### src/hdl/dtlb_params.svh
`ifndef DTLB_PARAMS_SVH
`define DTLB_PARAMS_SVH

// Virtual page number split
`define DTLB_TAG_WIDTH  20
`define DTLB_IDX_WIDTH  3
`define DTLB_VPN_WIDTH  23

// Physical page number
`define DTLB_DATA_WIDTH 20

// Geometry
`define DTLB_WAYS       16
`define DTLB_WAY_WIDTH  4
`define DTLB_SETS       8

`endif

### src/hdl/dtlb_pkg.sv
`include "dtlb_params.svh"

package dtlb_pkg;

    // Virtual tag above the set index
    typedef logic [`DTLB_TAG_WIDTH-1:0]  tag_t;

    typedef logic [`DTLB_IDX_WIDTH-1:0]  idx_t;

    // Physical page number
    typedef logic [`DTLB_DATA_WIDTH-1:0] ppn_t;

    typedef logic [`DTLB_WAY_WIDTH-1:0]  way_t;

    // One bit per way
    typedef logic [`DTLB_WAYS-1:0]       way_vec_t;

endpackage

### src/hdl/dtlb_wb_front.sv
`timescale 1ns/1ns

`include "dtlb_params.svh"

module dtlb_wb_front import dtlb_pkg::*; (
    input  logic                       clk,
    input  logic                       i_rst,

    input  logic                       i_wb_cyc,
    input  logic                       i_wb_stb,
    input  logic                       i_wb_we,
    input  logic [`DTLB_VPN_WIDTH-1:0] i_wb_adr,
    input  ppn_t                       i_wb_dat,
    input  logic                       i_done,

    output logic                       o_req_valid,
    output logic                       o_req_we,
    output idx_t                       o_req_idx,
    output tag_t                       o_req_tag,
    output ppn_t                       o_req_dat
);

    logic busy;
    logic accept;

    // Held stb is ignored until the response cycle is over
    assign accept = i_wb_cyc & i_wb_stb & ~busy;

    always_ff @(posedge clk) begin
        if (i_rst) begin
            busy        <= 1'b0;
            o_req_valid <= 1'b0;
        end else begin
            o_req_valid <= accept;
            if (accept) begin
                busy <= 1'b1;
            end else if (i_done) begin
                busy <= 1'b0;
            end
        end
    end

    // Index in the low bits, tag above
    always_ff @(posedge clk) begin
        if (accept) begin
            o_req_we  <= i_wb_we;
            o_req_idx <= i_wb_adr[`DTLB_IDX_WIDTH-1:0];
            o_req_tag <= i_wb_adr[`DTLB_VPN_WIDTH-1:`DTLB_IDX_WIDTH];
            o_req_dat <= i_wb_dat;
        end
    end

endmodule

### config.mk
export PLATFORM = sky130hd
export DESIGN_NAME = dtlb_wb_front
export DESIGN_NICKNAME = d
export VERILOG_FILES = /design/src/hdl/dtlb_pkg.sv /design/src/hdl/dtlb_wb_front.sv
export VERILOG_INCLUDE_DIRS = /design/src /design/src/hdl
export SDC_FILE = /design/constraint.sdc
export NUM_CORES = 1
export LEC_CHECK = 0
export BUFFER_PORTS_ARGS = -buffer_cell sky130_fd_sc_hd__clkbuf_2
export CAP_MARGIN = 20
export CORE_MARGIN = 4
export CORE_UTILIZATION = 43
export CTS_BUF_LIST = sky130_fd_sc_hd__clkbuf_16
export DETAILED_ROUTE_END_ITERATION = 6
export HOLD_SLACK_MARGIN = 0.12
export PLACE_DENSITY = 0.89
export RECOVER_POWER = 100
export SYNTH_ARGS = -nofsm -noshare
export SYNTH_HDL_FRONTEND = slang
export SYNTH_SLANG_ARGS = --single-unit
### constraint.sdc
create_clock -name clk -period 3.4 [get_ports clk]
set_clock_uncertainty 0.05 [all_clocks]
set_input_delay 0.68 -clock clk [delete_from_list [all_inputs] [get_ports clk]]
set_output_delay 0.68 -clock clk [all_outputs]
set_load 0.05 [all_outputs]
======== After elaboration in Yosys (flattened, before gate mapping) ========
Index checks and enable logic that the tools add are counted.
operators by class
  muxes and demuxes ....................... 2
  bitwise gates (word level) .............. 3
  reductions and logical operators ........ 1
operators with widths
  cell               number
  $and 1x1->1        2
  $mux 1             2
  $reduce_bool 2->1  1
  $not 1->1          1
word-level totals
  register bits after elaboration ......... 46
  output and inout port bits .............. 45
  word-level logic and storage cells ...... 12

======== Logic depth before layout (Yosys ltp) ========
  word-level depth ........................ 3
  depth in mapped cells ................... 2
  gate-level depth less buffers ........... 2

======== Least setup slack after synthesis ========
OpenSTA, ideal clock, no wires.
  path kind ............................... input to register
  start ................................... in i_wb_cyc
  end ..................................... reg o_req_dat[0], enable pin
  required time ........................... 2.952 ns
  arrival time ............................ 1.634 ns
  stages on the path ...................... 2
  library setup time ...................... 0.398 ns
  setup slack ............................. 1.318 ns
  path through ............................ nand3b_4 > inv_1
between the ends
  longest elaborated chain between the ends .. 2
RTL lines
  element                   line                 text
  start: declaration        dtlb_wb_front.sv:9   input logic i_wb_cyc,
  $and 1x1->1 (2 in a row)  dtlb_wb_front.sv:27  assign accept = i_wb_cyc & i_wb_stb & ~busy;
  via accept                dtlb_wb_front.sv:24  logic accept;
  end signal: assignment    dtlb_wb_front.sv:49  o_req_dat <= i_wb_dat;
  end: declaration          dtlb_wb_front.sv:20  output ppn_t o_req_dat
The timed path passes the listed nets, and every way through them passes these cells.
A chain may end at the register's enable or synchronous reset.

======== Worst setup path in the final report ========
  start ................................... reg o_req_tag[16]
  end ..................................... out o_req_tag[16]
RTL lines
  element                   line                 text
  start: declaration        dtlb_wb_front.sv:19  output tag_t o_req_tag,
  start signal: assignment  dtlb_wb_front.sv:48  o_req_tag <= i_wb_adr[`DTLB_VPN_WIDTH-1:`DTLB_IDX_WIDTH];
No word-level cell between the ends.

==> flow_metrics.py <==
metrics = {
    "grt": {
        "grt_pass1_vias": 918,
        "grt_pass1_wl_microns": 4420,
        "grt_use_total": 0.150,
        "grt_max_degree": 25,
        "antenna_found_initial": 0,
        "grt_overflow": 0,
    },
    "timing": {
        "fin_crit_sh": 0.548,
        "clock.fmax_ghz": 0.536,
        "setup-tns-final_ns": 0,
        "finalMaxSlewViolations": 0,
        "worst_slew_pin_slew_ns": 0.780,
        "hold_viol": 0,
        "setup_violations": 0,
        "grt_setup_unrepaired": "false",
        "period_needed_ns": 1.86,
        "max-slew-margin-rel": 0.479,
    },
    "place": {
        "io_buffer_count": 93,
        "gp_congestion": 0.721,
        "hpwlAfterDp_microns": 2140,
    },
    "routing": {
        "drt-pass1-iter-count": 4,
        "ant_nets": 0,
        "top_layer": "met4",
        "vias_per_cell": 4.37,
        "vias": 860,
        "wl_met3_microns": 455,
        "drt-met1-wl_microns": 837,
        "wl_per_cell_microns": 14.6,
        "wl_met2_microns": 1480,
        "drtIter0Drc": 22,
        "routed_wl_microns": 2880,
        "drcViolationCount": 0,
    },
    "die": {
        "core_area_sq_um": 3080,
        "ios": 94,
        "initial_utilization": 0.456,
        "dieWidth_microns": 65.1,
        "die_area_sq_um": 4240,
        "die_y_microns": 65.1,
        "rows": 20,
    },
    "setup_path": {
        "crit_slowest_cell": "clkbuf_1",
        "crit_family": "buffers and inverters",
        "cp.required_ns": 2.67,
        "critPathLaunch": "o_req_tag[16]",
        "max_stage_delay_ns": 0.51,
        "end_kind": "primary output",
        "critPathKind": "register to primary output",
        "r2r_start": "busy",
        "worst-path-buf-inv": 1,
        "rr_worst_depth": 3,
        "crit_chain": "clkbuf_1",
        "crit_path_start_kind": "register",
        "crit_cells": 1,
        "crit_path_max_fanout": 1,
        "cp.arrival_ns": 1.13,
    },
    "final_layout": {
        "fin_util": 0.663,
        "syn2layout_area_growth_pct": 45.4,
        "layout-drive-gt1-share": 0.366,
        "num_antenna_cells": 0,
        "fillers": 244,
        "finalNetCount": 201,
    },
    "synthesis": {
        "synth_seq_cells": 46,
        "yosys.area.top_type_share": 0.941,
        "synth.area.top_cells": "edfxtp_1 94%, dfxtp_1 2.9%, nand3b_4 1.4%",
        "synth_largest_area_cell": "edfxtp_1",
        "avgSynthCellArea_sq_um": 27.5,
        "synth_fp_nets": 100,
        "ys_types": 7,
        "ys_warn_count": 0,
        "seq_area_frac_synth": 0.970,
        "synth_area_sq_um": 1400,
        "synth_cells": 51,
    },
    "cts": {
        "cts_buffers": 5,
        "insertion_delay_ns": 0.28,
        "h-tree-depth": 2,
        "post_cts_buffers": 0,
        "cts_tree": "yes",
        "hold_buffers": 0,
        "clkSinkCount": 46,
        "path_clk_slew_ns": 0.06,
        "cts_buffer_depth": 2,
        "cts_resized": 0,
        "root_buffer": "clkbuf_16",
    },
    "hold_path": {
        "hold_path.class": "register to register",
        "min_from": "busy",
        "min_path_cells": 2,
    },
    "flow_run": {
        "max_cap_viol_count": 0,
    },
    "power_and_ir_drop": {
        "irDropWorstVdd_uv": 427,
        "p_leak_nw": 0.785,
        "power_density_nw_per_um2": 649,
    },
    "run_status": {
        "outcome": "completed",
    },
}
## cells by family (layout without fill, tap and decap cells)
logic type / Yosys count / in the layout / synth area share
flip-flops: 46 / 46 / 0.970
AND/OR/NAND/NOR: 3 / 3 / 0.0214
AO/OA/AOI/OAI: 1 / 1 / 0.00624
buffers and inverters: 1 / 103 / 0.00267
## flip-flops by register name (all words and copies together) (netlist names)
name	cells
o_req_dat	20
o_req_tag	20
o_req_idx	3
busy	1
o_req_we	1
o_req_valid	1
## power by group
group          leakage (nW)  switching (mW)  internal, mW  total (mW)
sequential            0.427         0.00592         0.650       0.656
clock                0.0812           0.187         0.343       0.531
combinational         0.276           0.105        0.0310       0.136
## layout make-up
type,count,area [sq um],share of cell area
clock buffers,5,125,0.0613
clock inverters,3,41.3,0.0202
inverters,1,3.75,0.00184
multi-input cells,4,26.3,0.0129
flip-flops and latches,46,1360,0.667
well taps,44,55.1,0.0270
repair buffers,94,428,0.210
## worst paths after layout
kind                   end  slack [ns]
min reg2reg           busy        0.44
max reg2reg  o_req_dat[18]        1.65
max          o_req_tag[16]        1.54
min                   busy        0.44
## placed cells by master (no fill, tap or decap)
| cell type | n |
|---|---|
| nand2b_1 | 1 |
| clkbuf_1 | 46 |
| buf_12 | 1 |
| nand3b_2 | 1 |
| dfxtp_1 | 2 |
| clkinvlp_4 | 1 |
| clkbuf_16 | 5 |
| edfxtp_1 | 44 |
| inv_1 | 2 |
| nor2_1 | 1 |
| bufinv_16 | 1 |
| a21oi_1 | 1 |
| clkbuf_2 | 47 |
## through the flow
step | total power, mW | setup slack (ns) | instance area, sq um | std cells | hold slack, ns
floorplan | 0.760 | 1.32 | 1400 | 51 | 0.407
global placement | 0.809 | 1.36 | 1940 | 189 | 0.424
detailed placement | 0.813 | 1.30 | 1940 | 189 | 0.439
CTS | 1.34 | 1.60 | 2110 | 197 | 0.454
global route | 1.37 | 1.47 | 2040 | 197 | 0.500
finish | 1.32 | 1.54 | 2040 | 197 | 0.445
## metal layers
metal | up-vias | track usage
met2 | 59 | 0.240
met4 | 0 | 0.0907
li1 | 402 | -
met1 | 388 | 0.138
met5 | - | 0
met3 | 11 | 0.103
## Yosys cell counts
cell type,n
nand3b_4,1
a21oi_2,1
inv_1,1
nand2b_1,1
nor2_1,1
dfxtp_1,2
edfxtp_1,44
(Power assumes the default switching activity.)
