<file path="config.mk">
export PLATFORM = sky130hd
export DESIGN_NAME = dtlb_plru_tree
export DESIGN_NICKNAME = d
export VERILOG_FILES = /design/src/hdl/dtlb_pkg.sv /design/src/hdl/dtlb_plru_tree.sv
export VERILOG_INCLUDE_DIRS = /design/src /design/src/hdl
export SDC_FILE = /design/constraint.sdc
export NUM_CORES = 1
export LEC_CHECK = 0
export ABC_AREA = 1
export ABC_CLOCK_PERIOD_IN_PS = 2300
export BUFFER_PORTS_ARGS = -buffer_cell sky130_fd_sc_hd__buf_4
export CORE_MARGIN = 3
export CORE_UTILIZATION = 35
export DETAILED_ROUTE_END_ITERATION = 12
export GPL_TIMING_DRIVEN = 0
export PLACE_DENSITY = 0.57
export SLEW_MARGIN = 30
export SYNTH_ARGS = -nofsm -noshare
export SYNTH_HDL_FRONTEND = slang
export SYNTH_SLANG_ARGS = --single-unit
</file>
<file path="constraint.sdc">
create_clock -name clk -period 2.3 [get_ports clk]
set_clock_uncertainty 0.05 [all_clocks]
set_input_delay 0.115 -clock clk [delete_from_list [all_inputs] [get_ports clk]]
set_output_delay 0.115 -clock clk [all_outputs]
set_load 0.005 [all_outputs]
</file>
<file path="src/hdl/dtlb_params.svh">
`ifndef DTLB_PARAMS_SVH
`define DTLB_PARAMS_SVH

// Virtual page number split
`define DTLB_TAG_WIDTH  20
`define DTLB_IDX_WIDTH  3
`define DTLB_VPN_WIDTH  23

// Physical page number
`define DTLB_DATA_WIDTH 20

// Geometry
`define DTLB_WAYS       16
`define DTLB_WAY_WIDTH  4
`define DTLB_SETS       8

`endif

</file>
<file path="src/hdl/dtlb_pkg.sv">
`include "dtlb_params.svh"

package dtlb_pkg;

    // Virtual tag above the set index
    typedef logic [`DTLB_TAG_WIDTH-1:0]  tag_t;

    typedef logic [`DTLB_IDX_WIDTH-1:0]  idx_t;

    // Physical page number
    typedef logic [`DTLB_DATA_WIDTH-1:0] ppn_t;

    typedef logic [`DTLB_WAY_WIDTH-1:0]  way_t;

    // One bit per way
    typedef logic [`DTLB_WAYS-1:0]       way_vec_t;

endpackage

</file>
<file path="src/hdl/dtlb_plru_tree.sv">
`timescale 1ns/1ns

`include "dtlb_params.svh"

module dtlb_plru_tree import dtlb_pkg::*; (
    input  logic clk,
    input  logic i_rst,

    input  logic i_touch,
    input  way_t i_touch_way,

    output way_t o_victim_way
);

    // Heap order, node n has children 2n+1 and 2n+2
    logic [`DTLB_WAYS-2:0] tree_q;
    logic [`DTLB_WAYS-2:0] tree_nxt;

    // 0 goes to the lower half, 1 to the upper
    always_comb begin : victim_walk
        int unsigned node;
        node = 0;
        for (int lvl = `DTLB_WAY_WIDTH - 1; lvl >= 0; lvl--) begin
            o_victim_way[lvl] = tree_q[node];
            node = 2 * node + 1 + int'(tree_q[node]);
        end
    end

    // Nodes on the touched path point away from it
    always_comb begin : touch_path
        int unsigned node;
        tree_nxt = tree_q;
        node     = 0;
        for (int lvl = `DTLB_WAY_WIDTH - 1; lvl >= 0; lvl--) begin
            tree_nxt[node] = ~i_touch_way[lvl];
            node = 2 * node + 1 + int'(i_touch_way[lvl]);
        end
    end

    always_ff @(posedge clk) begin
        if (i_rst) begin
            tree_q <= '0;
        end else if (i_touch) begin
            tree_q <= tree_nxt;
        end
    end

endmodule

</file>
# Word-level counts from Yosys, hierarchy flattened

Cells that the tools add are included.

Reductions and logical operators: 3
Bitwise logic cells: 4
$lt $le $gt $ge: 9
Muxes and demuxes: 15
$add $sub $neg: 10

Operator list:

| operator            | count |
|---|---|
| $bwmux 15           | 3 |
| $add 7x1->8         | 2 |
| $lt 8x5->1 const B  | 2 |
| $add 6x1->7 const B | 2 |
| $bmux 1 s4          | 3 |
| $demux 1 s4         | 3 |
| $add 4x1->5         | 2 |
| $lt 2x5->1 const B  | 2 |
| $lt 5x5->1 const B  | 2 |
| $add 3x1->4 const B | 2 |
| $ge 8x1->1 const B  | 1 |
| $mux 1              | 6 |
| $ge 5x1->1 const B  | 1 |
| $add 1x1->2 const A | 2 |
| $not 1->1           | 4 |
| $logic_and 1x1->1   | 3 |
| $ge 2x1->1 const B  | 1 |

Input bits: 7
Register bits: 15
Logic and storage cells: 42

# Logic depth before layout (Yosys ltp)

Gate-level depths: netlist of run 1.

Depth in word-level cells: 10
Mapped depth: 13
Mapped depth without buffers: 13

# Worst setup path before layout of run 1

Ideal clock, no wire load.

Path kind: reg2out
From: register tree_q[0]
To: output port o_victim_way[0]
Setup slack: 0.499 ns
Arrival time: 1.636 ns
Path buffers: 0
Cell stages (with the launch flop): 12
Required time: 2.135 ns
Cells stage by stage: dfxtp_1 > nand2_1 > o21ai_1 > inv_1 > nand3_4 > nand2_4 > ha_1 > xor2_1 > a21oi_1 > a21oi_1 > nand2_1 > nand2_1

Cells in the longest elaborated chain, start to end: 9
Elaborated cells between the ends (all ways): 11
Those cells by class: add/sub (5); mux (6)

Ends and longest elaborated chain:

| what                         | line                 | source |
|---|---|---|
| start: declaration           | dtlb_plru_tree.sv:16 | `` logic [`DTLB_WAYS-2:0] tree_q; `` |
| start signal: assignment     | dtlb_plru_tree.sv:44 | `tree_q <= tree_nxt;` |
| $add 1x1->2                  | dtlb_plru_tree.sv:25 | `node = 2 * node + 1 + int'(tree_q[node]);` |
| $bmux 1 s4                   | dtlb_plru_tree.sv:25 |  |
| $mux 1 (not written as such) | dtlb_plru_tree.sv:25 |  |
| $add 4x1->5                  | dtlb_plru_tree.sv:25 |  |
| $bmux 1 s4                   | dtlb_plru_tree.sv:25 |  |
| $mux 1 (not written as such) | dtlb_plru_tree.sv:25 |  |
| $add 7x1->8                  | dtlb_plru_tree.sv:25 |  |
| $bmux 1 s4 *                 | -                    |  |
| $mux 1 *                     | -                    |  |
| end: declaration             | dtlb_plru_tree.sv:12 | `output way_t o_victim_way` |

Every way passes the cells marked *; elsewhere a longest branch is shown, timed or not. The select of a mux whose other input is x is not followed.

# Final worst setup path of run 1

Same ends and word-level chain as after synthesis.

==> results.md, run 1 <==
* Yosys cell types at 31
* Final #Nets at 203
* Post-route clock period utilization at 95.6%
* 1st-iter DRT viols at 47
* Setup Crit Path Kind: flop to output port
* Overall Global Routing Usage at 12.7%
* Mean Syn Cell Area at 6.93 µm²
* FP Rows at 20
* Clock sinks at 15
* DRC errors left at 0
* Pin count of the biggest net entering global routing at 11
* Area of the multi-input gates at 772 µm²
* Worst-path clk slew at 0.08 ns
* Hold Vio Cnt, Final at 0
* Core area at 0.00313 mm²
* Port Buffer Count at 8
* Slew @ Worst Pin at 0.402 ns
* Hold path startpoint: i_rst
* Area leader, netlist: dfxtp_1
* Max Root-Sink Buffers at 2
* GR Overflow Total at 0
* Cell depth of the worst flop-to-flop path at 4
* Fmax at 0.455 GHz
* Final Instance Count excl. Fillers at 230
* Root Driver: clkbuf_4
* Max_cap viols at 0
* Outcome: finished, final reports clean
* Post-Place Cells at 222
* # diodes at 0
* FF-to-FF End: tree_q[5]$_SDFFE_PP0P_
* Hold Crit Depth at 2
* Tmin final at 2.20 ns
* Setup violators final at 0
* DRT Pass-1 Iters at 4
* Vias in the first global route at 941
* Final wirelength at 2.43 mm
* Yosys warnings at 0
* Reg2Reg Launch Point: tree_q[5]$_SDFFE_PP0P_
* Dpl cell area at 0.00129 mm²
* HP Class: input port to flop
* Nature of the critical path endpoint: output port
* Final Instance Area at 0.00140 mm²
* # fillers at 326
* Slew Limit Fails at 0
* FF-to-FF setup slack at 1.53 ns
* Biggest regs: tree_q x15
* Cell Area, Synth at 0.00118 mm²
* Clock Latency Late Sink at 0.28 ns
* CTS tree: built
* Data required time of the worst path at 2.13 ns
* Most flop-heavy register: tree_q
* Initial core utilization at 37.7%
* Synth Instances at 170
* CP startpoint kind: flop
* Vias per cell at 4.66
* Num CTS Buffers at 3
* Post-route setup TNS at 0 ns
* Die X-Extent at 64.0 µm
* Worst Hold Path EP: tree_q[0]$_SDFFE_PP0P_
* Fin Hold WS at 0.000576 ns
* Die height at 64.0 µm
* Via count at 1071
* Gpl congestion at 0.847
* Top cells by area, synth: dfxtp_1 25%, nand2_1 12%, ha_1 9.6%
* Share of the synthesized area in the top cell type at 25.5%
* Antenna-violating nets left at 0
* Flops & latches, synth at 15
* Ports at 11
* Max Fanout on Critical Path at 7
* Antenna violations before repair at 0
* Fraction of layout cells with a size suffix above 1 at 24.7%
* FF+latch area at 308 µm²
* Register area share after synthesis at 25.5%
* Pleak at 0.634 nW
* Die area at 0.00410 mm²
* Max VDD drop at 0.000129 V
* H-tree levels at 1
* First-pass GRT wire length at 4.26 mm
* Average routed wire per standard cell at 10.6 µm
* Pwr dens at 470 mW/mm²
* Max reg flops at 15
* Crit path DAT at 2.03 ns
* Final HPWL DP at 1.96 mm
* Slew headroom at 73.2%
* Synthesis-to-finish area growth at 18.4%
* Post-Syn Nets at 186
[layout by cell type (no fill, tap or decap), types with 6 or more instances in the layout]
cell type / instances
o21ai_1: 11
nor2_1: 6
ha_1: 8
nand3_1: 13
nand2_1: 36
inv_2: 7
a21oi_1: 15
inv_1: 24
dfxtp_1: 13
buf_4: 13
[logic make-up after synthesis]
family | Yosys count | share of synthesized area, %
flip-flops | 15 | 25.5
AO/OA/AOI/OAI | 38 | 18.6
buffers and inverters | 35 | 12.1
AND/OR/NAND/NOR | 70 | 29.8
XOR/XNOR | 3 | 4.46
adder cells (fa/ha/maj) | 9 | 9.55
[per-layer routing]
metal | global-route usage [%] | share of wire [%] | vias to the layer above
li1 | - | - | 582
met1 | 17.6 | 48 | 468
met2 | 20.8 | 50 | 18
met3 | 0.527 | 1.9 | 3
met4 | 4.85 | 0.86 | 0
met5 | 0 | 0 | -
[area by class of cell]
type	instances	share of cell area, %
inverter	31	8.34
sequential	15	22.1
tap	44	3.95
multi-input combinational	120	55.3
timing repair buffer	12	6.46
buffer	4	1.88
clock buffer	3	1.61
clock inverter	1	0.359
[through the flow]
stage / setup WS (ns) / total power [mW] / util (%)
after floorplan: 0.499 / 0.436 / -
after global placement: 0.237 / 0.485 / 41.4
after detailed placement: 0.185 / 0.489 / 41.4
after CTS: 0.0260 / 0.644 / 43.0
after global routing: -0.0734 / 0.706 / 44.6
final: 0.101 / 0.656 / 44.6
[synth_stat cells]
library cell and number:
nor3_2 1, nor3_4 1, clkbuf_1 2, buf_6 1, nor2_1 7, inv_1 24, nand4_1 1, nand2_4 2
xor2_1 1, o31ai_1 1, a311oi_1 1, nand2_1 37, nand3b_1 1, a21oi_1 15, a211oi_2 1, dfxtp_1 15
nor2_2 2, a21oi_2 1, o21ai_0 3, xor2_2 1, o211ai_1 4, nand2_2 3, a31oi_1 1, o21ai_1 11
nand3_4 1, nand3_1 13, nand3_2 1, inv_2 7, xnor2_4 1, ha_1 9, buf_4 1
[what timing repair did]
item,4_1_cts,5_1_grt
pin swaps,0,3
setup endpoints to repair,1,1
resized for setup,4,5
setup buffers,0,4
hold buffers,0,0
[worst max-delay path: stages (launching register included)]
cell	delay [ns]
dfxtp_4	0.38
inv_2	0.06
nand2_1	0.08
nand3_1	0.10
nand3_2	0.10
nand3_4	0.11
nand2_4	0.07
ha_4	0.18
xor2_4	0.19
o31ai_1	0.18
nand3b_1	0.13
nand2_1	0.05
buf_4	0.12
[how the worst max path moves through the flow]
stage	from	end	slack, ns
global placement	tree_q[0]$_SDFFE_PP0P_	o_victim_way[0]	0.24
global route	tree_q[1]$_SDFFE_PP0P_	o_victim_way[0]	-0.07
finish	tree_q[0]$_SDFFE_PP0P_	o_victim_way[0]	0.10
floorplan	tree_q[0]$_SDFFE_PP0P_	o_victim_way[0]	0.50
detailed placement	tree_q[0]$_SDFFE_PP0P_	o_victim_way[0]	0.19
CTS	tree_q[0]$_SDFFE_PP0P_	o_victim_way[0]	0.03
[where the power goes]
part | switching, mW | internal, mW | leakage, nW
clock | 0.0844 | 0.0646 | 0.0177
sequential | 0.00876 | 0.271 | 0.124
combinational | 0.129 | 0.0983 | 0.493
total | 0.222 | 0.434 | 0.634
No activity file was read; power rests on OpenSTA's default activity.
==> run 2: changes to the inputs <==
BUFFER_PORTS_ARGS = default   (was -buffer_cell sky130_fd_sc_hd__buf_4)
DONT_BUFFER_PORTS = 1   (was default)
PLACE_DENSITY = 0.54   (was 0.57)
==> run 2 against run 1 <==
  * Sequential share of layout area rose by 0.96 points
  * Final cell count shrank 4.3%
  * Highest routed layer unchanged
  * Combinational power fell by 12%
  * Sequential power hardly changed
  * Critical path type unchanged
  * Largest cell class unchanged
  * Total power down 3.3%
==> results.md, run 2 (synthesized netlist as in run 1, its figures left out) <==
* Outcome: finished, final reports clean
* Post-route clock period utilization at 93.4% (-2.2 points)
* Max Root-Sink Buffers at 2 (unchanged)
* Crit path DAT at 1.98 ns (-0.05 ns)
* Gpl congestion at 0.811 (-4.2%)
* Fmax at 0.465 GHz (+2.4%)
* Initial core utilization at 37.7% (unchanged)
* Hold path startpoint: i_touch_way[2]
* Data required time of the worst path at 2.13 ns (about the same)
* Dpl ws at 0.247 ns (+0.0614 ns)
* DRC errors left at 0 (unchanged)
* Num CTS Buffers at 3 (unchanged)
* FP Rows at 20 (unchanged)
* CP Capture Point: o_victim_way[0]
* Setup ws final at 0.152 ns (+0.0506 ns)
* Worst path top cell family by delay: simple AND/OR/NAND/NOR gates
* Pleak at 0.580 nW (-8.5%)
* Antenna-violating nets left at 0 (unchanged)
* Root Driver: clkbuf_4
* CP startpoint kind: flop
* Antenna violations before repair at 0 (unchanged)
* Clock Latency Late Sink at 0.28 ns (about the same)
* Bufs and invs on worst path at 2 (unchanged)
* Port Buffer Count at 0 (-8)
* CTS tree: built
* Slew Limit Fails at 0 (unchanged)
* Fin Hold WS at 0.00864 ns (+0.00806 ns)
* Clock sinks at 15 (unchanged)
* Final wirelength at 2.43 mm (about the same)
* FF-to-FF setup slack at 1.53 ns (about the same)
* Biggest regs: tree_q x15
* GR Overflow Total at 0 (unchanged)
* Post-route setup TNS at 0 ns (unchanged)
* Fraction of layout cells with a size suffix above 1 at 18.8% (-6.0 points)
* Overall Global Routing Usage at 12.9% (+0.13 points)
* Max_cap viols at 0 (unchanged)
* CP dominant cell by count: nand2_1
* Max VDD drop at 0.000144 V (+11%)
* Crit path cell chain: inv_2, nand2_1, nand2_4, nand3_2, nand3_4, nand2_4, ha_4, nand2_1, inv_2, a21oi_1, a21oi_1, nand2_1, nand2_1
* Setup violators final at 0 (unchanged)
* Crit. Startpoint: tree_q[0]$_SDFFE_PP0P_
* Final Total Pwr at 635 µW (-3.3%)
* First-pass GRT wire length at 4.25 mm (-0.16%)
* Die X-Extent at 64.0 µm (unchanged)
* Cell depth of the worst flop-to-flop path at 4 (unchanged)
* Die height at 64.0 µm (unchanged)
* Final HPWL DP at 1.99 mm (+1.7%)
* Core area at 0.00313 mm² (unchanged)
* Vias per cell at 4.68 (+0.54%)
* FF-to-FF End: tree_q[5]$_SDFFE_PP0P_
* Max Fanout on Critical Path at 7 (unchanged)
* 1st-iter DRT viols at 45 (-4.3%)
* Setup Crit Path Kind: flop to output port
* CP max-delay cell: dfxtp_4
* Die area at 0.00410 mm² (unchanged)
* # fillers at 356 (+9.2%)
* Tmin final at 2.15 ns (-0.0506 ns)
* Final #Nets at 193 (-4.9%)
* Average routed wire per standard cell at 11.1 µm (+4.5%)
* Pin count of the biggest net entering global routing at 11 (unchanged)
* Ports at 11 (unchanged)
* Vias in the first global route at 924 (-1.8%)
* Slowest stage delay, CP at 0.38 ns (about the same)
* Worst-path clk slew at 0.09 ns (about the same)
* Post-layout util at 42.4% (-2.2 points)
* Synthesis-to-finish area growth at 12.5%
* Reg2Reg Launch Point: tree_q[5]$_SDFFE_PP0P_
* Hold Vio Cnt, Final at 0 (unchanged)
* Commonest non-fill, non-tap cell in the layout: nand2_1
* Slew headroom at 72.7% (-0.52 points)
* Crit path depth at 13 (+1)
* Most flop-heavy register: tree_q
* Nature of the critical path endpoint: output port
* Pwr dens at 478 mW/mm² (+1.7%)
* Commonest cells after routing, fill and taps aside: 36 x nand2_1, 24 x inv_1, 15 x a21oi_1
* Via count at 1030 (-3.8%)
* Slew @ Worst Pin at 0.410 ns (+0.00783 ns)
* HP Class: input port to flop
* H-tree levels at 1 (unchanged)
* Max reg flops at 15 (unchanged)
* DRT Pass-1 Iters at 4 (unchanged)
* # diodes at 0 (unchanged)
[run 2: cell types whose count changed in the layout (fill, tap and decap cells not counted), sizes merged]
| cell | previous run | this run |
|---|---|---|
| dlygate4sd3 | 0 | 2 |
| clkinv | 1 | 0 |
| buf | 14 | 2 |
| clkbuf | 5 | 6 |
[run 2: timing repair]
item / in CTS / in global routing
hold buffers: 2 / 0
pin swaps: 0 / 2
setup endpoints to repair: 1 / 1
setup buffers: 0 / 0
resized for setup: 2 / 7
hold endpoints to repair: 7 / 0
[run 2: through the flow]
step | std cells | area (µm²)
after floorplan | 170 | 1180
final | 220 | 1330
after detailed placement | 214 | 1230
after global placement | 214 | 1230
after global routing | 220 | 1330
after CTS | 220 | 1290
[run 2: per-layer routing]
| metal | vias to the layer above | GRT usage [%] | share of wire [%] |
|---|---|---|---|
| met5 | - | 0 | 0 |
| met4 | 0 | 5.66 | 1.9 |
| met3 | 5 | 1.05 | 3.4 |
| met2 | 20 | 20.6 | 46 |
| met1 | 446 | 17.5 | 48 |
| li1 | 559 | - | - |
[run 2: layout make-up]
type	instances	area, µm²	area share (%)
Tap cell	44	55.1	4.15
Inverter	31	116	8.77
Timing Repair Buffer	2	20.0	1.51
Buffer	4	26.3	1.98
Sequential cell	15	305	23.0
Multi-Input combinational cell	120	777	58.6
Clock buffer	4	26.3	1.98
[run 2: how the worst min path moves through the flow]
stage                                         end  depth (start not counted)  slack (ns)
after floorplan            tree_q[0]$_SDFFE_PP0P_                          1        0.13
after global placement    tree_q[14]$_SDFFE_PP0P_                          1        0.14
after detailed placement  tree_q[14]$_SDFFE_PP0P_                          1        0.14
after CTS                 tree_q[11]$_SDFFE_PP0P_                          3       0.005
after global routing       tree_q[6]$_SDFFE_PP0P_                          2        0.03
final                     tree_q[11]$_SDFFE_PP0P_                          3       0.009
[run 2: worst reg2reg max path: stages, from the launching register on]
cell	delay [ns]
dfxtp_1	0.38
inv_1	0.05
a21oi_1	0.12
o21ai_1	0.07
inv_1	0.05
[run 2: power breakdown]
part	total, mW	internal, mW	switching (mW)
combinational	0.200	0.0788	0.121
clock	0.154	0.0674	0.0864
sequential	0.281	0.272	0.00888
total	0.635	0.418	0.217
