--- src/hdl/dtlb_params.svh ---
`ifndef DTLB_PARAMS_SVH
`define DTLB_PARAMS_SVH

// Virtual page number split
`define DTLB_TAG_WIDTH  20
`define DTLB_IDX_WIDTH  3
`define DTLB_VPN_WIDTH  23

// Physical page number
`define DTLB_DATA_WIDTH 20

// Geometry
`define DTLB_WAYS       16
`define DTLB_WAY_WIDTH  4
`define DTLB_SETS       8

`endif

--- src/hdl/dtlb_pkg.sv ---
`include "dtlb_params.svh"

package dtlb_pkg;

    // Virtual tag above the set index
    typedef logic [`DTLB_TAG_WIDTH-1:0]  tag_t;

    typedef logic [`DTLB_IDX_WIDTH-1:0]  idx_t;

    // Physical page number
    typedef logic [`DTLB_DATA_WIDTH-1:0] ppn_t;

    typedef logic [`DTLB_WAY_WIDTH-1:0]  way_t;

    // One bit per way
    typedef logic [`DTLB_WAYS-1:0]       way_vec_t;

endpackage

--- src/hdl/dtlb_tag_match.sv ---
`timescale 1ns/1ns

`include "dtlb_params.svh"

module dtlb_tag_match import dtlb_pkg::*; (
    input  logic                  clk,
    input  logic                  i_rst,

    input  logic                  i_rd_valid,
    input  logic                  i_rd_we,
    input  idx_t                  i_rd_idx,
    input  tag_t                  i_rd_tag,
    input  ppn_t                  i_rd_dat,
    input  way_vec_t              i_set_vld,
    input  tag_t [`DTLB_WAYS-1:0] i_set_tags,
    input  ppn_t [`DTLB_WAYS-1:0] i_set_data,
    input  way_t                  i_victim_way,

    output logic                  o_wr_en,
    output idx_t                  o_wr_idx,
    output way_t                  o_wr_way,
    output tag_t                  o_wr_tag,
    output ppn_t                  o_wr_dat,
    output logic                  o_plru_touch,
    output way_t                  o_plru_way,
    output logic                  o_wb_ack,
    output logic                  o_wb_err,
    output ppn_t                  o_wb_dat,
    output logic                  o_done
);

    way_vec_t hit_vec;
    logic     hit;
    way_t     hit_way;
    way_t     free_way;
    way_t     fill_way;
    ppn_t     hit_data;
    logic     lookup_hit;

    // Entries are never duplicated, so at most one bit is set
    function automatic way_t onehot_to_way(way_vec_t vec);
        way_t way;
        way = '0;
        for (int w = 0; w < `DTLB_WAYS; w++) begin
            if (vec[w]) begin
                way = way | way_t'(w);
            end
        end
        return way;
    endfunction

    // Lowest way with a clear valid bit
    function automatic way_t find_free(way_vec_t vld);
        way_t way;
        way = '0;
        for (int w = `DTLB_WAYS - 1; w >= 0; w--) begin
            if (!vld[w]) begin
                way = way_t'(w);
            end
        end
        return way;
    endfunction

    always_comb begin
        for (int w = 0; w < `DTLB_WAYS; w++) begin
            hit_vec[w] = i_set_vld[w] & (i_set_tags[w] == i_rd_tag);
        end
    end

    assign hit      = |hit_vec;
    assign hit_way  = onehot_to_way(hit_vec);
    assign hit_data = i_set_data[hit_way];
    assign free_way = find_free(i_set_vld);

    // Existing tag first, then a free way, then the PLRU victim
    assign fill_way = hit           ? hit_way  :
                      ~&i_set_vld   ? free_way : i_victim_way;

    assign lookup_hit = i_rd_valid & ~i_rd_we & hit;

    assign o_wr_en  = i_rd_valid & i_rd_we;
    assign o_wr_idx = i_rd_idx;
    assign o_wr_way = fill_way;
    assign o_wr_tag = i_rd_tag;
    assign o_wr_dat = i_rd_dat;

    // On a lookup hit the fill way is the hit way
    assign o_plru_touch = o_wr_en | lookup_hit;
    assign o_plru_way   = fill_way;

    always_ff @(posedge clk) begin
        if (i_rst) begin
            o_wb_ack <= 1'b0;
            o_wb_err <= 1'b0;
        end else begin
            o_wb_ack <= o_wr_en | lookup_hit;
            o_wb_err <= i_rd_valid & ~i_rd_we & ~hit;
        end
    end

    // Zero on a miss and on a fill
    always_ff @(posedge clk) begin
        o_wb_dat <= lookup_hit ? hit_data : '0;
    end

    assign o_done = o_wb_ack | o_wb_err;

endmodule

--- config.mk ---
export PLATFORM = sky130hd
export DESIGN_NAME = dtlb_tag_match
export DESIGN_NICKNAME = d
export VERILOG_FILES = /design/src/hdl/dtlb_pkg.sv /design/src/hdl/dtlb_tag_match.sv
export VERILOG_INCLUDE_DIRS = /design/src /design/src/hdl
export SDC_FILE = /design/constraint.sdc
export NUM_CORES = 1
export LEC_CHECK = 0
export BUFFER_PORTS_ARGS = -buffer_cell sky130_fd_sc_hd__buf_2
export CORE_AREA = 3 3 302 304
export CTS_BUF_LIST = sky130_fd_sc_hd__clkbuf_2 sky130_fd_sc_hd__clkbuf_4 sky130_fd_sc_hd__clkbuf_8
export DETAILED_ROUTE_END_ITERATION = 12
export DIE_AREA = 0 0 305 307
export GPL_TIMING_DRIVEN = 0
export HOLD_SLACK_MARGIN = 0.15
export PLACE_DENSITY = 0.39
export RECOVER_POWER = 50
export SLEW_MARGIN = 20
export SYNTH_ARGS = -nofsm -noshare
export SYNTH_HDL_FRONTEND = slang
export SYNTH_SLANG_ARGS = --single-unit
export TNS_END_PERCENT = 30
--- constraint.sdc ---
create_clock -name clk -period 6.8 [get_ports clk]
set_input_delay 0.34 -clock clk [delete_from_list [all_inputs] [get_ports clk]]
set_output_delay 0.34 -clock clk [all_outputs]
set_load 0.01 [all_outputs]
Yosys cells after proc, flatten, opt, wreduce, memory -nomap -nowiden. Index checks and enable logic that the tools add are counted.

$lt $le $gt $ge: 1. Equal/unequal tests: 16. Multiplexer cells: 35. Bitwise gates (word level): 24. Reduce and logical (&&, ||, !) cells: 2.

Operators by type and width (number): $eq A20 B20 Y1 (16); $mux W4 (26); $bmux W20 S4 (1); $and A1 B1 Y1 (20); $mux W20 (1); $reduce_and A16 Y1 (1); $reduce_or A16 Y1 (1); $mux W3 (4); $lt A4 B5 Y1 const B (1); $mux W2 (2); $not A1 Y1 (2); $or A1 B1 Y1 (2); $mux W1 (1).

Register bits after elaboration: 22. Bits of input ports: 707. Output and inout bits: 76.

Longest topological paths before layout. Gate-level depths: netlist (run 1).

Word-level depth: 19. Depth in mapped cells: 15.

Least setup slack after synthesis (run 1). No wires, ideal clock.

Kind: input port to flip-flop. From: input port i_rd_tag[12]. To: register o_wb_dat[6]. Setup time: 0.138 ns. Arrival: 2.686 ns. Data required time: 6.662 ns. Slack: 3.976 ns. Cell stages on the path: 12. Buffers on the path: 4. Path through: buf_4 > buf_6 > xor2_1 > or2_2 > or3b_2 > o41ai_1 > a311o_1 > nor2_2 > buf_4 > buf_1 > o2111ai_1 > o221ai_1.

Longest elaborated chain between the ends: 19. Elaborated cells between the ends (all ways): 51. Those cells by class: 16 x eq/ne; 17 x mux; 17 x bitwise; 1 x reduce/logical.

Ends and longest elaborated chain: start: declaration (line dtlb_tag_match.sv:12) `input tag_t i_rd_tag,`; $eq A20 B20 Y1 (line dtlb_tag_match.sv:66) `hit_vec[w] = i_set_vld[w] & (i_set_tags[w] == i_rd_tag);`; $and A1 B1 Y1 (line dtlb_tag_match.sv:66); $mux W1 (line dtlb_tag_match.sv:45) `if (vec[w]) begin`; $mux W2 (2 in series) (line dtlb_tag_match.sv:45); $mux W3 (4 in series) (line dtlb_tag_match.sv:45); $mux W4 (8 in series) (line dtlb_tag_match.sv:45); $bmux W20 S4 (line dtlb_tag_match.sv:72) `assign hit_data = i_set_data[hit_way];`; $mux W20 (not written as such) (line dtlb_tag_match.sv:72); end signal: assignment (line dtlb_tag_match.sv:103) `o_wb_dat <= lookup_hit ? hit_data : '0;`; end: declaration (line dtlb_tag_match.sv:28) `output ppn_t o_wb_dat,`.

Several ways; a longest one is shown, not always the timed one. The select of a mux whose other input is x is not followed. A chain may end at the register's enable or synchronous reset.

Worst setup path after layout (run 1).
From: input port i_rd_tag[8]. To: output port o_wr_way[2].

Longest elaborated chain between the ends: 15. Elaborated cells between the ends (all ways): 46. Those cells by class: 16 x eq/ne; 13 x mux; 16 x bitwise; 1 x reduce/logical.

Ends and longest elaborated chain: $eq A20 B20 Y1 (line dtlb_tag_match.sv:66); $and A1 B1 Y1 (line dtlb_tag_match.sv:66); $mux W3 (4 in series) (line dtlb_tag_match.sv:45); $mux W4 (8 in series) (line dtlb_tag_match.sv:45); $mux W4 (*) (line dtlb_tag_match.sv:76) `assign fill_way = hit ? hit_way :`; end: declaration (line dtlb_tag_match.sv:21) `output way_t o_wr_way,`.

Mark *: on every way between the ends. The rest lies on a longest branch, timed or not.

==> impl_metrics.toml, run 1 <==
[placed_design]
total_half_perimeter_wirelength_after_legalization_and_detailed_placement_um = 66190
port_buffers = 739
placed_cells = 2950
gpl.final_weighted_congestion = 0.8783
placement.cell_area_mm2 = 0.01391

[sta]
finalCritPeriodShare_pct = 72.86
tightest_slew_ns = 1.044
finalHoldViolations = 0
setup_tns_ns = 0
fmax_mhz = 201.8
rsz_0062_raised_after_global_routing = "false"
setup_violations = 0
final_max_slew_violation_count = 0
final_period_minus_worst_setup_slack_ns = 4.955
slew_headroom_pct = 30.42

[global_route]
grt_max_degree = 14
grt_util_all_layers_pct = 14.91
via_count_of_the_first_global_routing_pass = 11890
grt_first_pass_wirelength_um = 96480
grt_antenna_before_repair = 20
globalRoute.totalOverflow = 0

[synthesis]
synth_flop_cell = "sky130_fd_sc_hd__dfxtp_1"
postSynthRegisterBits = 22
syn-cell-area_mm2 = 0.008686
syn_avg_cell_area_um2 = 8.328
synthesis.nets = 1750
synth_edf_count = 0
async_flop_share_pct = 0
synthCells = 1043
number_of_library_cell_types_mapped_by_synthesis = 54
synth-warning-count = 0
seq_area_frac_synth_pct = 5.071

[min_path]
hold_path.class = "in -> reg"

[clock_tree]
cts_resized = 0
cts_setup_buffers = 0
postCtsHoldBufs = 1
clk_root_buffer_cell = "sky130_fd_sc_hd__clkbuf_8"
clock_tree_from_tritoncts = "built"
tritoncts_sinks = 22
clk_path_buf_depth = 2
clk_pin_slew_worst_paths_ns = 0.13
htree_num_levels = 1
cts-buffers-inserted = 3

[route]
detailroute.wirelength.met2_um = 36460
detail_route.iter0.violations = 610
wl_met1_um = 30540
route.vias.total = 11150
avgRoutedWirePerCell_um = 25.09
viasPerCell = 3.763
antenna_left = 0
drt_drc_violations_left = 0
detail_route.first_pass.iterations = 5
top_layer = "met5"
wl_met3_um = 4853
wl_um = 74370

[floorplan]
floorplan.die.height_um = 307
die-area_mm2 = 0.09364
floorplan.io_pins = 783
core_region_area_mm2 = 0.08851
rows = 109
starting_utilization_of_the_core_area_pct = 9.813
die-width_um = 305

[pwr]
vdd_ir_drop_max_mv = 0.06041
power_leakage_nw = 6.856
power_density_mw_per_mm2 = 72.39

[critical_path]
critical_path.max_stage_delay_ns = 0.84
crit_path_max_fanout = 10
timing.critical_path.cells = "buf_6 > buf_6 > xnor2_1 > nand4_1 > nor4_2 > buf_2 > a22oi_1 > nand3_2 > or2_2 > clkbuf_1 > clkbuf_1 > a21o_1 > buf_4 > buf_2"
critPathCaptureType = "primary output"
slowest_stage = "sky130_fd_sc_hd__clkbuf_1"
startpoint_type = "input port"
path_class = "in -> out"
critPathArrivalTime_ns = 4.61
worst-endpoint-required_ns = 6.46

[finish]
nets = 2498
combined_area_of_the_multi_input_logic_cells_mm2 = 0.007241
fin_util_pct = 15.76
sequential_cell_area_um2 = 440.4
layout.cells.non_filler = 2964
syn2layout_area_growth_pct = 60.59
n_fill_cell = 10340
drive_gt1_share_pct = 49.39
finish.instance_area_mm2 = 0.01395

[job]
maxCapViolCount = 0

[run_status]
status = "complete, no violations"
-- per-layer routing --
| metal | global-route usage, % | up-vias |
|---|---|---|
| met4 | 4.754 | 8 |
| li1 | - | 5255 |
| met1 | 18.11 | 5189 |
| met2 | 26.37 | 604 |
| met5 | 0 | - |
| met3 | 2.920 | 98 |
-- state kept, by name, indices dropped and copies added, names as in the netlist --
signal	count
o_wb_ack	1
o_wb_dat	20
o_wb_err	1
-- layout make-up --
class                           count  area share, %
Clock inverter                      1         0.2153
Clock buffer                        3         0.2960
Sequential cell                    22          3.158
Multi-Input combinational cell    887          51.91
Inverter                            6         0.1615
Buffer                            128          7.356
Tap cell                         1165          10.45
Antenna cell                        9         0.1615
Timing Repair Buffer              743          26.29
-- placed cells by master (no fill, tap or decap), drive strengths merged, types with 2 or more instances in the layout --
master,instances
a21boi,23
a21o,2
a21oi,4
a221o,20
a22oi,4
a311o,2
a31oi,2
and3,8
and4b,2
buf,804
clkbuf,69
dfxtp,22
diode,9
inv,6
mux2,40
mux2i,140
nand2,49
nand3,33
nand4,83
nand4b,2
nor2,10
nor2b,2
nor3,3
nor3b,6
nor4,38
o211ai,20
o21ai,26
o21bai,2
o221ai,20
o41ai,2
or2,11
or3b,3
or4,3
xnor2,256
xor2,64
-- power breakdown --
group          switching, mW  leakage [nW]  internal [mW]
Combinational          0.365          6.64          0.351
Clock                 0.0838        0.0358         0.0796
Sequential          0.000549         0.177          0.129
-- synth_stat cells, types with 3 or more instances --
cell type                    n  area share, %
sky130_fd_sc_hd__nor3_1      3           0.17
sky130_fd_sc_hd__inv_1       6           0.26
sky130_fd_sc_hd__nand3_1    30            1.7
sky130_fd_sc_hd__a221o_1    20            2.3
sky130_fd_sc_hd__o21ai_0    26            1.5
sky130_fd_sc_hd__nor4_2      3           0.43
sky130_fd_sc_hd__xnor2_1   248             25
sky130_fd_sc_hd__buf_6      39            5.1
sky130_fd_sc_hd__dfxtp_1    22            5.1
sky130_fd_sc_hd__nor4_1     35            2.5
sky130_fd_sc_hd__mux2_2     40            5.2
sky130_fd_sc_hd__buf_2      14           0.81
sky130_fd_sc_hd__o221ai_1   20            2.0
sky130_fd_sc_hd__xor2_1     64            6.5
sky130_fd_sc_hd__mux2i_1   140             16
sky130_fd_sc_hd__nor3b_1     6           0.52
sky130_fd_sc_hd__nor2_1      8           0.35
sky130_fd_sc_hd__buf_1       3           0.13
sky130_fd_sc_hd__xnor2_2     8            1.5
sky130_fd_sc_hd__o211ai_1   20            1.7
sky130_fd_sc_hd__and3_1      8           0.58
sky130_fd_sc_hd__a21boi_0    3           0.26
sky130_fd_sc_hd__nand3_2     3           0.35
sky130_fd_sc_hd__a21oi_1     4           0.23
sky130_fd_sc_hd__clkbuf_1   17           0.73
sky130_fd_sc_hd__nand4_1    83            6.0
sky130_fd_sc_hd__nand2_1    49            2.1
sky130_fd_sc_hd__buf_4      52            4.5
sky130_fd_sc_hd__a21boi_1   20            1.7
sky130_fd_sc_hd__or2_2      11           0.79
-- worst max-delay path, delay by kind of cell --
family,cells,cell delay (ns)
buffers and inverters,7,2.26
AOI/OAI and AO/OA,2,0.39
and+or+nand+nor,4,0.84
xor gates and xnor gates,1,0.72
-- stage by stage --
| stage | hold slack (ns) | setup WS [ns] | power (mW) |
|---|---|---|---|
| floorplan | 0.4116 | 3.976 | 0.4772 |
| global placement | 0.5223 | 0.5297 | 0.8503 |
| detailed placement | 0.5222 | 1.352 | 0.8549 |
| CTS | 0.3286 | 1.393 | 1.028 |
| global route | 0.3853 | 1.329 | 1.072 |
| finish | 0.3579 | 1.845 | 1.010 |
-- kinds of logic after synthesis --
family / Yosys count / synth area share (%)
AO/OA/AOI/OAI: 130 / 11.42
XOR/XNOR: 320 / 32.96
buffers and inverters: 134 / 12.06
flip-flops: 22 / 5.071
multiplexers: 180 / 21.32
AND/OR/NAND/NOR: 257 / 17.17
-- path summary, 6_finish.rpt --
kind,from,end,slack (ns),cells after the start
worst max-delay path,i_rd_tag[8],o_wr_way[2],1.85,14
worst min-delay path,i_rd_valid,o_wb_err,0.36,3
No activity file was read; power rests on OpenSTA's default activity.
==> run 2: changes to the inputs <==
- CORE_AREA: 3 3 302 304 -> 3 3 304 306
- DIE_AREA: 0 0 305 307 -> 0 0 307 309
- clock period: 6.8 -> 4.63 ns (I/O delays scaled with it)
==> run 2 against run 1 <==
Design area unchanged. Die area increased by 1.3%. Global-route usage decreased by 0.53 points. Hold slack got worse by 0.078 ns. Wire length decreased by 2.0%.
==> impl_metrics.toml, run 2 (synthesized netlist as in run 1, its figures left out) <==
[critical_path]
worst-endpoint-required_ns = 4.83
critical_path.max_stage_delay_ns = 0.86
crit_path_max_fanout = 10
critPathCaptureType = "register"
startpoint_type = "input port"
timing.critical_path.cells = "buf_6 > buf_6 > xor2_1 > nor4_1 > nand4_1 > nand4_1 > nor2_2 > buf_2 > buf_2 > mux2_2 > o21ai_0 > o221ai_1"
critPathArrivalTime_ns = 4.49
slowest_stage = "sky130_fd_sc_hd__nor4_1"
path_class = "in -> reg"

[global_route]
grt_first_pass_wirelength_um = 93930
grt_antenna_before_repair = 22
globalRoute.totalOverflow = 0
via_count_of_the_first_global_routing_pass = 11700
grt_max_degree = 14
grt_util_all_layers_pct = 14.37

[finish]
nets = 2496
top_register = "o_wb_dat"
sequential_cell_area_um2 = 440.4
syn2layout_area_growth_pct = 60.59
largest_registers = "o_wb_dat: 20 flops, o_wb_ack: 1 flops, o_wb_err: 1 flops"
drive_gt1_share_pct = 49.38
combined_area_of_the_multi_input_logic_cells_mm2 = 0.007233
layout.cells.non_filler = 2973
layout_commonest_cell = "sky130_fd_sc_hd__buf_2"
finish.instance_area_mm2 = 0.01395
final_cell_mix = "705 x sky130_fd_sc_hd__buf_2, 247 x sky130_fd_sc_hd__xnor2_1, 140 x sky130_fd_sc_hd__mux2i_1"
n_fill_cell = 10440
largest_register_ffs = 20

[route]
viasPerCell = 3.750
avgRoutedWirePerCell_um = 24.50
wl_um = 72840
drt_drc_violations_left = 0
detail_route.first_pass.iterations = 5
route.vias.total = 11150
antenna_left = 0
detail_route.iter0.violations = 637

[floorplan]
starting_utilization_of_the_core_area_pct = 9.664
floorplan.io_pins = 783
rows = 110
die-area_mm2 = 0.09486
core_region_area_mm2 = 0.08987
die-width_um = 307
floorplan.die.height_um = 309

[sta]
finalCritPeriodShare_pct = 92.68
setup_violations = 0
final.setup.worst_slack_ns = 0.3391
final_max_slew_violation_count = 0
slew_headroom_pct = 32.19
fmax_mhz = 233.1
tightest_slew_ns = 1.016
finalHoldViolations = 0
final_period_minus_worst_setup_slack_ns = 4.291
rsz_0062_raised_after_global_routing = "false"

[clock_tree]
tritoncts_sinks = 22
clock_tree_from_tritoncts = "built"
clk_root_buffer_cell = "sky130_fd_sc_hd__clkbuf_8"
cts-buffers-inserted = 3
htree_num_levels = 1
clk_path_buf_depth = 2
clk_pin_slew_worst_paths_ns = 0.16

[placed_design]
placement.cell_area_mm2 = 0.01387
port_buffers = 739
total_half_perimeter_wirelength_after_legalization_and_detailed_placement_um = 64930
placed_cells = 2958
dpl_worst_slack_ns = -0.7424
gpl.final_weighted_congestion = 0.8683

[pwr]
power_density_mw_per_mm2 = 105.3
vdd_ir_drop_max_mv = 0.1006
power_leakage_nw = 6.868
totalPowerFinal_mw = 1.468

[min_path]
hold_path.class = "in -> reg"

[run_status]
status = "complete, no violations"

[job]
maxCapViolCount = 0
[run 2: cell types whose count changed in the layout (fill, tap and decap cells not counted)]
cell | previous run | this run
sky130_fd_sc_hd__clkbuf_2 | 0 | 2
sky130_fd_sc_hd__nor4_2 | 9 | 5
sky130_fd_sc_hd__nor4_1 | 29 | 32
sky130_fd_sc_hd__o21ai_0 | 25 | 26
sky130_fd_sc_hd__nor4_4 | 0 | 1
sky130_fd_sc_hd__nor2_2 | 1 | 2
sky130_fd_sc_hd__nor2_4 | 1 | 0
sky130_fd_sc_hd__xnor2_1 | 248 | 247
sky130_fd_sc_hd__buf_2 | 706 | 705
sky130_fd_sc_hd__o21ai_1 | 1 | 0
sky130_fd_sc_hd__clkbuf_1 | 66 | 63
sky130_fd_sc_hd__xnor2_2 | 8 | 9
[run 2: routing by layer]
metal	vias up	wire, µm	GRT usage [%]
li1	5251	-	-
met1	5223	29850	17.29
met2	581	36180	26.13
met3	85	5270	3.348
met4	10	1487	2.765
met5	-	59	0
[run 2: worst max-delay path: cells and delay by family]
kind	cells	cell delay, ns
multiplexers	1	0.31
buffers and inverters	4	1.04
AND/OR/NAND/NOR	4	1.80
XOR/XNOR	1	0.13
AO/OA/AOI/OAI	2	0.88
[run 2: stage by stage]
step	hold slack, ns	TNS (ns)	utilization [%]
final	0.2803	0	15.52
after global routing	0.2964	0	15.51
after CTS	0.2594	0	15.56
after detailed placement	0.4380	-12.98	15.43
after global placement	0.4229	-19.36	15.42
after floorplan	0.3031	0	-
[run 2: layout make-up]
class,instances,share of cell area (%)
buffer,127,7.347
multi-input combinational,887,51.86
sequential,22,3.158
antenna,9,0.1615
clock inverter,1,0.2153
inverter,6,0.1615
timing repair buffer,742,26.26
tap,1176,10.55
clock buffer,3,0.2960
[run 2: repair_timing]
item	in CTS	in global routing
setup endpoints to repair	22	0
hold buffers	1	0
hold endpoints to repair	2	0
resized for setup	5	0
buffers inserted	2	0
[run 2: final timing paths]
| check | endpoint | start | slack, ns | depth (start not counted) |
|---|---|---|---|---|
| setup / recovery | o_wb_dat[7] | i_rd_tag[8] | 0.34 | 12 |
| hold / removal | o_wb_dat[7] | i_set_data[307] | 0.28 | 4 |
[run 2: power by group]
group,leakage [nW],total (mW),internal [mW],switching (mW)
Sequential,0.177,0.191,0.190,0.000773
Clock,0.0358,0.232,0.117,0.115
Combinational,6.65,1.05,0.516,0.531
